[config.mk]
export PLATFORM = sky130hd
export DESIGN_NAME = rob_top
export DESIGN_NICKNAME = d
export VERILOG_FILES = /design/src/common/rob_pkg.sv /design/src/rob/rob_dispatch.sv /design/src/rob/rob_entries.sv /design/src/rob/rob_retire.sv /design/src/verilog/rob_top.sv
export VERILOG_INCLUDE_DIRS = /design/src /design/src/common
export SDC_FILE = /design/constraint.sdc
export NUM_CORES = 1
export LEC_CHECK = 0
export ABC_CLOCK_PERIOD_IN_PS = 20200
export BUFFER_PORTS_ARGS = -buffer_cell sky130_fd_sc_hd__buf_4
export CORE_MARGIN = 8
export CORE_UTILIZATION = 25
export CTS_CLUSTER_DIAMETER = 60
export DETAILED_ROUTE_END_ITERATION = 6
export SETUP_SLACK_MARGIN = 0.1
export SLEW_MARGIN = 20
export SYNTH_ARGS = -nofsm -noshare
export SYNTH_HDL_FRONTEND = slang
export SYNTH_HIERARCHICAL = 1
export SYNTH_SLANG_ARGS = --single-unit
[constraint.sdc]
create_clock -name clock -period 20.2 [get_ports clock]
set_clock_uncertainty 0.15 [all_clocks]
set_input_delay 4.04 -clock clock [delete_from_list [all_inputs] [get_ports clock]]
set_output_delay 4.04 -clock clock [all_outputs]
set_load 0.01 [all_outputs]
[src/common/rob_config.svh]
// Re-order buffer configuration
// Buffer depth and register-file sizes shared by the RTL

`ifndef ROB_CONFIG_SVH
`define ROB_CONFIG_SVH

// Number of buffer entries, kept a power of two so indices wrap
`define ROB_SIZE 8

// Bits of an entry index
`define ROB_INDEX_BITS 3

// Architectural integer registers
`define ARF_SIZE 32

// Bits of an architectural register number
`define ARF_INDEX_BITS 5

// Physical integer registers
`define PRF_SIZE 64

// Bits of a physical register number
`define PRF_INDEX_BITS 6

`endif

[src/common/rob_pkg.sv]
// Re-order buffer types
// Vector typedefs for entry indices, register numbers and recovery masks

`default_nettype none

`include "rob_config.svh"

package rob_pkg;

  // Entry index into the circular buffer
  typedef logic [`ROB_INDEX_BITS-1:0] rob_index_t;

  // Occupancy, one bit wider so a full buffer is representable
  typedef logic [`ROB_INDEX_BITS:0] rob_count_t;

  // Architectural register number
  typedef logic [`ARF_INDEX_BITS-1:0] arf_index_t;

  // Physical register number
  typedef logic [`PRF_INDEX_BITS-1:0] prf_index_t;

  // One bit per architectural register
  typedef logic [`ARF_SIZE-1:0] arf_mask_t;

  // One bit per physical register
  typedef logic [`PRF_SIZE-1:0] prf_mask_t;

endpackage

`default_nettype wire

[src/rob/rob_dispatch.sv]
// Re-order buffer dispatch side
// Accepts one renamed micro-op per cycle, hands out the tail index
// and forwards the fields to entry storage when there is room

`default_nettype none

`include "rob_config.svh"

module rob_dispatch
  import rob_pkg::*;
(
  input  wire             clock,
  input  wire             reset,

  // From rename
  input  wire             dispatch_valid,
  input  wire arf_index_t dispatch_rd,
  input  wire prf_index_t dispatch_pd,
  input  wire prf_index_t dispatch_pd_prev,
  input  wire             dispatch_branch,

  // From entry storage
  input  wire rob_index_t tail,
  input  wire rob_count_t count,

  // To rename
  output rob_index_t      dispatch_index,
  output logic            allocatable,

  // To entry storage
  output logic            write,
  output rob_index_t      write_index,
  output arf_index_t      write_rd,
  output prf_index_t      write_pd,
  output prf_index_t      write_pd_prev,
  output logic            write_branch
);

  // Room left as long as the occupancy is below the depth
  assign allocatable = (count < rob_count_t'(`ROB_SIZE));

  // New micro-op always lands at the tail
  assign dispatch_index = tail;
  assign write_index    = tail;

  assign write = dispatch_valid & allocatable;

  assign write_rd      = dispatch_rd;
  assign write_pd      = dispatch_pd;
  assign write_pd_prev = dispatch_pd_prev;
  assign write_branch  = dispatch_branch;

endmodule

`default_nettype wire

[src/rob/rob_entries.sv]
// Re-order buffer entry storage
// Circular array with head, tail and occupancy; marks completions,
// pops the head on retire and empties itself on a flush

`default_nettype none

`include "rob_config.svh"

module rob_entries
  import rob_pkg::*;
(
  input  wire             clock,
  input  wire             reset,

  // Write group from dispatch
  input  wire             write,
  input  wire rob_index_t write_index,
  input  wire arf_index_t write_rd,
  input  wire prf_index_t write_pd,
  input  wire prf_index_t write_pd_prev,
  input  wire             write_branch,

  // Completion from execution
  input  wire             complete_valid,
  input  wire rob_index_t complete_index,
  input  wire             complete_mispredict,

  // From retire
  input  wire             pop,
  input  wire             flush,

  output rob_index_t      head,
  output rob_index_t      tail,
  output rob_count_t      count,

  output logic [`ROB_SIZE-1:0]                 entry_valid,
  output logic [`ROB_SIZE-1:0]                 entry_complete,
  output logic [`ROB_SIZE-1:0]                 entry_mispredict,
  output logic [`ROB_SIZE*`ARF_INDEX_BITS-1:0] entry_rd,
  output logic [`ROB_SIZE*`PRF_INDEX_BITS-1:0] entry_pd,

  output arf_index_t      head_rd,
  output prf_index_t      head_pd_prev,
  output logic            head_branch
);

  // Payload per entry
  arf_index_t rd_mem      [`ROB_SIZE];
  prf_index_t pd_mem      [`ROB_SIZE];
  prf_index_t pd_prev_mem [`ROB_SIZE];
  logic       branch_mem  [`ROB_SIZE];

  rob_index_t head_next;

  assign head_next = head + rob_index_t'(1);

  always_ff @(posedge clock) begin
    if (reset) begin
      head             <= '0;
      tail             <= '0;
      count            <= '0;
      entry_valid      <= '0;
      entry_complete   <= '0;
      entry_mispredict <= '0;
    end else if (flush) begin
      // Head is the mispredicted branch, everything behind it is dropped
      head             <= head_next;
      tail             <= head_next;
      count            <= '0;
      entry_valid      <= '0;
      entry_complete   <= '0;
      entry_mispredict <= '0;
    end else begin
      if (write) begin
        entry_valid[write_index]      <= 1'b1;
        entry_complete[write_index]   <= 1'b0;
        entry_mispredict[write_index] <= 1'b0;
        tail                          <= tail + rob_index_t'(1);
      end

      // Completions naming an empty slot are dropped
      if (complete_valid && entry_valid[complete_index]) begin
        entry_complete[complete_index]   <= 1'b1;
        entry_mispredict[complete_index] <= complete_mispredict;
      end

      if (pop) begin
        entry_valid[head]      <= 1'b0;
        entry_complete[head]   <= 1'b0;
        entry_mispredict[head] <= 1'b0;
        head                   <= head_next;
      end

      case ({write, pop})
        2'b10:   count <= count + rob_count_t'(1);
        2'b01:   count <= count - rob_count_t'(1);
        default: count <= count;
      endcase
    end
  end

  always_ff @(posedge clock) begin
    if (write) begin
      rd_mem[write_index]      <= write_rd;
      pd_mem[write_index]      <= write_pd;
      pd_prev_mem[write_index] <= write_pd_prev;
      branch_mem[write_index]  <= write_branch;
    end
  end

  // Flattened views for the recovery mask logic
  always_comb begin
    for (int i = 0; i < `ROB_SIZE; i++) begin
      entry_rd[i*`ARF_INDEX_BITS +: `ARF_INDEX_BITS] = rd_mem[i];
      entry_pd[i*`PRF_INDEX_BITS +: `PRF_INDEX_BITS] = pd_mem[i];
    end
  end

  assign head_rd      = rd_mem[head];
  assign head_pd_prev = pd_prev_mem[head];
  assign head_branch  = branch_mem[head];

endmodule

`default_nettype wire

[src/rob/rob_retire.sv]
// Re-order buffer retire side
// Retires the head in program order and, for a mispredicted branch,
// flushes the buffer and reports the younger registers to roll back

`default_nettype none

`include "rob_config.svh"

module rob_retire
  import rob_pkg::*;
(
  input  wire             clock,
  input  wire             reset,

  // From entry storage
  input  wire rob_index_t head,
  input  wire rob_count_t count,

  input  wire [`ROB_SIZE-1:0]                 entry_valid,
  input  wire [`ROB_SIZE-1:0]                 entry_complete,
  input  wire [`ROB_SIZE-1:0]                 entry_mispredict,
  input  wire [`ROB_SIZE*`ARF_INDEX_BITS-1:0] entry_rd,
  input  wire [`ROB_SIZE*`PRF_INDEX_BITS-1:0] entry_pd,

  input  wire arf_index_t head_rd,
  input  wire prf_index_t head_pd_prev,
  input  wire             head_branch,

  // To entry storage
  output logic            pop,
  output logic            flush,

  // To commit
  output logic            retire_valid,
  output rob_index_t      retire_index,
  output arf_index_t      retire_rd,
  output prf_index_t      retire_pd_prev,

  // To rename
  output logic            recover,
  output arf_mask_t       recover_arf_mask,
  output prf_mask_t       recover_pd_mask
);

  logic      head_ready;
  arf_mask_t arf_mask_next;
  prf_mask_t pd_mask_next;

  assign head_ready = (count != '0) && entry_valid[head] && entry_complete[head];

  // Only a branch can redirect, a stray mispredict bit on other ops is ignored
  assign flush = head_ready && entry_mispredict[head] && head_branch;
  assign pop   = head_ready && !flush;

  // Every valid entry other than the head is younger than the branch
  always_comb begin
    arf_mask_next = '0;
    pd_mask_next  = '0;
    for (int i = 0; i < `ROB_SIZE; i++) begin
      if (entry_valid[i] && (rob_index_t'(i) != head)) begin
        arf_mask_next[entry_rd[i*`ARF_INDEX_BITS +: `ARF_INDEX_BITS]] = 1'b1;
        pd_mask_next[entry_pd[i*`PRF_INDEX_BITS +: `PRF_INDEX_BITS]]  = 1'b1;
      end
    end
  end

  always_ff @(posedge clock) begin
    if (reset) begin
      retire_valid <= 1'b0;
      recover      <= 1'b0;
    end else begin
      retire_valid <= pop;
      recover      <= flush;
    end
  end

  always_ff @(posedge clock) begin
    if (pop) begin
      retire_index   <= head;
      retire_rd      <= head_rd;
      retire_pd_prev <= head_pd_prev;
    end
    if (flush) begin
      recover_arf_mask <= arf_mask_next;
      recover_pd_mask  <= pd_mask_next;
    end
  end

endmodule

`default_nettype wire

[src/verilog/rob_top.sv]
// Re-order buffer top level
// Connects dispatch, entry storage and retire

`default_nettype none

`include "rob_config.svh"

module rob_top
  import rob_pkg::*;
(
  input  wire             clock,
  input  wire             reset,

  input  wire             dispatch_valid,
  input  wire arf_index_t dispatch_rd,
  input  wire prf_index_t dispatch_pd,
  input  wire prf_index_t dispatch_pd_prev,
  input  wire             dispatch_branch,

  input  wire             complete_valid,
  input  wire rob_index_t complete_index,
  input  wire             complete_mispredict,

  output rob_index_t      dispatch_index,
  output logic            allocatable,

  output logic            retire_valid,
  output rob_index_t      retire_index,
  output arf_index_t      retire_rd,
  output prf_index_t      retire_pd_prev,

  output logic            recover,
  output arf_mask_t       recover_arf_mask,
  output prf_mask_t       recover_pd_mask
);

  // Dispatch to entries
  logic       write;
  rob_index_t write_index;
  arf_index_t write_rd;
  prf_index_t write_pd;
  prf_index_t write_pd_prev;
  logic       write_branch;

  // Entries state
  rob_index_t head;
  rob_index_t tail;
  rob_count_t count;

  logic [`ROB_SIZE-1:0]                 entry_valid;
  logic [`ROB_SIZE-1:0]                 entry_complete;
  logic [`ROB_SIZE-1:0]                 entry_mispredict;
  logic [`ROB_SIZE*`ARF_INDEX_BITS-1:0] entry_rd;
  logic [`ROB_SIZE*`PRF_INDEX_BITS-1:0] entry_pd;

  arf_index_t head_rd;
  prf_index_t head_pd_prev;
  logic       head_branch;

  // Retire to entries
  logic pop;
  logic flush;

  rob_dispatch u_dispatch (
    .clock            (clock),
    .reset            (reset),
    .dispatch_valid   (dispatch_valid),
    .dispatch_rd      (dispatch_rd),
    .dispatch_pd      (dispatch_pd),
    .dispatch_pd_prev (dispatch_pd_prev),
    .dispatch_branch  (dispatch_branch),
    .tail             (tail),
    .count            (count),
    .dispatch_index   (dispatch_index),
    .allocatable      (allocatable),
    .write            (write),
    .write_index      (write_index),
    .write_rd         (write_rd),
    .write_pd         (write_pd),
    .write_pd_prev    (write_pd_prev),
    .write_branch     (write_branch)
  );

  rob_entries u_entries (
    .clock               (clock),
    .reset               (reset),
    .write               (write),
    .write_index         (write_index),
    .write_rd            (write_rd),
    .write_pd            (write_pd),
    .write_pd_prev       (write_pd_prev),
    .write_branch        (write_branch),
    .complete_valid      (complete_valid),
    .complete_index      (complete_index),
    .complete_mispredict (complete_mispredict),
    .pop                 (pop),
    .flush               (flush),
    .head                (head),
    .tail                (tail),
    .count               (count),
    .entry_valid         (entry_valid),
    .entry_complete      (entry_complete),
    .entry_mispredict    (entry_mispredict),
    .entry_rd            (entry_rd),
    .entry_pd            (entry_pd),
    .head_rd             (head_rd),
    .head_pd_prev        (head_pd_prev),
    .head_branch         (head_branch)
  );

  rob_retire u_retire (
    .clock            (clock),
    .reset            (reset),
    .head             (head),
    .count            (count),
    .entry_valid      (entry_valid),
    .entry_complete   (entry_complete),
    .entry_mispredict (entry_mispredict),
    .entry_rd         (entry_rd),
    .entry_pd         (entry_pd),
    .head_rd          (head_rd),
    .head_pd_prev     (head_pd_prev),
    .head_branch      (head_branch),
    .pop              (pop),
    .flush            (flush),
    .retire_valid     (retire_valid),
    .retire_index     (retire_index),
    .retire_rd        (retire_rd),
    .retire_pd_prev   (retire_pd_prev),
    .recover          (recover),
    .recover_arf_mask (recover_arf_mask),
    .recover_pd_mask  (recover_pd_mask)
  );

endmodule

`default_nettype wire
==> impl_metrics.csv <==
group,metric,value,unit
worst_setup_path,path_cells,"buf_4 > nor2b_1 > nand2_1 > nor3_2 > buf_4",
die,die_w,276,microns
global_route,track_usage,19.9,%
sta,finalMaxSlewViolations,0,
die,die-area,75900,sq um
routing,drc,0,
final_layout,stdcell_count,2616,
worst_setup_path,critPathMostFrequentCell,"buf_4",
placement,gp_congestion,1.03,
worst_setup_path,start_kind,"primary input",
worst_setup_path,cp.arrival,6.05,ns
yosys,postSynthAreaPerCell,10.4,sq um
yosys,synth-async-reset-ratio,0,%
routing,ant_nets,0,
power,seqPwrFrac,50.4,%
power,power.switching,0.000309,W
worst_setup_path,criticalPathCategory,"primary input to flop",
sta,rsz0062_at_grt,"no",
placement,dp.cells,2554,
clock_network,clockBufferDepth,3,
clock_network,cts_resized,0,
global_route,grt_start_max_net_pins,68,
power,cellPowerDensity,67.7,nW/um^2
final_layout,drive_above_1_share,17.7,%
die,start_util,25.2,%
clock_network,clock-sinks,293,
power,p_leak,5.97,nW
clock_network,h-tree-depth,2,
sta,worst_pin_slew,1.26,ns
global_route,grt_pass1_vias,15000,
routing,drt-total-wl,78700,microns
routing,vias,15800,
sta,setup_viol,0,
routing,drtIter0Drc,2363,
yosys,synth_sequential_area_ratio,49.9,%
global_route,grt_pass1_wl,110000,microns
sta,whs,0.338,ns
power,p_comb_share,3.9,%
yosys,synth_nets,1655,
placement,place_area,18800,sq um
worst_setup_path,worst_ep_required_time,20.31,ns
yosys,ys_ff_latch,293,
yosys,synth_edf_count,254,
worst_setup_path,ff2ff_setup_slack,16.44,ns
clock_network,clkTransAtPathRegs,0.06,ns
job,drv_cap,0,
yosys,yosysWarnings,6,
yosys,synthCells,1623,
sta,clock.fmax,0.168,GHz
min_path,hold_path.class,"flop to flop",
worst_setup_path,endpoint_kind,"flop",
final_layout,fin_area,19900,sq um
power,swShare,22.9,%
sta,slew_headroom,16.0,%
clock_network,post_cts_buffers,0,
die,die_y,276,microns
power,clkPwrFrac,45.7,%
routing,first_pass_iters,7,
sta,fin_crit_sh,29.4,%
outcome,status,"completed",
worst_setup_path,crit_path_top_delay_cell,"nor3_2",
sta,finalCriticalPeriod,5.94,ns
placement,numPortBuffers,141,
global_route,antenna_found_initial,1,
yosys,ys.flop_type,"edfxtp_1",
clock_network,root_buffer,"clkbuf_16",
routing,wire_per_inst,30.1,microns
power,ir_worst_vdd,0.0566,mV
power,p_int,0.00104,W
clock_network,cts_hold_buf,0,
final_layout,nNetsFinal,1749,
clock_network,cts_tree,"yes",
clock_network,cts_buffers,34,
worst_setup_path,crit_fanout,12,
global_route,grt.overflow.total,0,
die,rows,95,
die,coreArea,66900,sq um
yosys,synth.cell_area,16800,sq um
die,ioPinCount,142,
routing,routed_via_density,6.03,
clock_network,insertion_delay,0.57,ns
sta,setup_tns,0,ns
sta,finalHoldViolations,0,
placement,dpl.hpwl,57200,microns
yosys,synth.distinct_cells,75,
worst_setup_path,cpPeakStageDelay,0.63,ns
final_layout,syn_to_final_growth,18.2,%
[sequential cells by signal (all words and copies together) (netlist names), named ones only]
signal and count:
u_retire/recover_pd_mask 64, u_entries/pd_mem 48, u_entries/pd_prev_mem 48, u_entries/rd_mem 40, u_retire/recover_arf_mask 32, u_entries/branch_mem 8, u_entries/entry_complete 8, u_entries/entry_mispredict 8
u_entries/entry_valid 8, u_retire/retire_pd_prev 6, u_retire/retire_rd 5, u_entries/count 4, u_entries/head 3, u_entries/tail 3, u_retire/retire_index 3, u_retire/recover 1
u_retire/retire_valid 1
[area by class of cell]
class | count | area (sq um)
diodes | 1 | 2.50
clock inverters | 19 | 251
well taps | 873 | 1090
repair buffers | 167 | 1250
multi-input cells | 1205 | 7950
fillers | 6953 | 47000
clock buffers | 42 | 881
flip-flops and latches | 293 | 8410
inverters | 16 | 60.1
[synthesized netlist by cell type, drive strengths merged (23+ instances only)]
| cell type | number | share of area [%] |
|---|---|---|
| a21oi | 76 | 2.3 |
| nor2 | 235 | 5.2 |
| nand3 | 94 | 2.8 |
| nor3b | 23 | 1.1 |
| dfxtp | 39 | 4.6 |
| nor3 | 54 | 1.6 |
| clkbuf | 54 | 1.2 |
| a221oi | 72 | 3.8 |
| nand2b | 33 | 1.2 |
| nand2 | 102 | 2.3 |
| mux4 | 27 | 3.6 |
| o22ai | 69 | 2.6 |
| a22oi | 90 | 4.0 |
| nand4 | 29 | 1.2 |
| buf | 55 | 2.0 |
| nand3b | 36 | 1.6 |
| edfxtp | 254 | 45 |
[cells by family (layout without fill, tap and decap cells)]
group	count (synthesis)	after routing	share of synthesized area [%]
AO/OA/AOI/OAI	417	417	18.0
XOR/XNOR	7	7	0.364
adder cells (fa/ha/maj)	6	6	0.490
buffers and inverters	125	244	3.57
flip-flops	293	293	49.9
multiplexers	50	50	5.10
other	0	1	0
AND/OR/NAND/NOR	725	725	22.5
[final timing paths]
kind         depth (start not counted)                      endpoint                         from
min reg2reg                          2   u_entries/entry_complete[1]  u_entries/entry_complete[1]
min                                  2   u_entries/entry_complete[1]  u_entries/entry_complete[1]
max reg2reg                          6  u_retire/recover_pd_mask[35]     u_entries/entry_valid[2]
max                                  5        u_entries/rd_mem[1][3]               dispatch_valid
[routing by layer]
metal / vias to the layer above / share of wire [%] / global-route usage [%] / routed length (microns)
met5: - / 0.017 / 0 / 13
met4: 2 / 5.5 / 10.3 / 4320
met3: 275 / 9.3 / 4.02 / 7310
met2: 1089 / 44 / 30.3 / 34500
met1: 7801 / 41 / 26.5 / 32500
li1: 6610 / - / - / -
[cell usage in the layout (no fill, tap or decap), drive strengths merged, types with 23 or more instances in the layout]
| cell type | count |
|---|---|
| mux4 | 27 |
| a221oi | 72 |
| a21oi | 76 |
| o22ai | 69 |
| nand2 | 102 |
| nand3 | 94 |
| nand3b | 36 |
| buf | 167 |
| clkbuf | 42 |
| dfxtp | 39 |
| edfxtp | 254 |
| a22oi | 90 |
| nand2b | 33 |
| nand4 | 29 |
| nor2 | 235 |
| nor3 | 54 |
| nor3b | 23 |
[per-stage QoR]
step | setup slack (ns) | util, % | power, W
after global placement | 13.82 | 28.0 | 0.000742
final | 14.26 | 29.7 | 0.00135
after CTS | 14.25 | 29.7 | 0.00136
after detailed placement | 13.65 | 28.0 | 0.000743
after floorplan | 12.94 | - | 0.000718
after global routing | 14.06 | 29.7 | 0.00139
[worst max-delay path: cells and delay by family]
| kind | cells | cell delay [ns] |
|---|---|---|
| buffers and inverters | 2 | 0.43 |
| and+or+nand+nor | 3 | 1.56 |
[power groups by stage]
| stage | clock, W | sequential [W] | combinational (W) |
|---|---|---|---|
| CTS | 0.000633 | 0.000678 | 0.0000522 |
| finish | 0.000615 | 0.000679 | 0.0000530 |
| global placement | 0 | 0.000690 | 0.0000516 |
| floorplan | 0 | 0.000682 | 0.0000355 |
| detailed placement | 0 | 0.000691 | 0.0000520 |
| global route | 0.000655 | 0.000679 | 0.0000564 |
No activity file was read; power rests on OpenSTA's default activity.
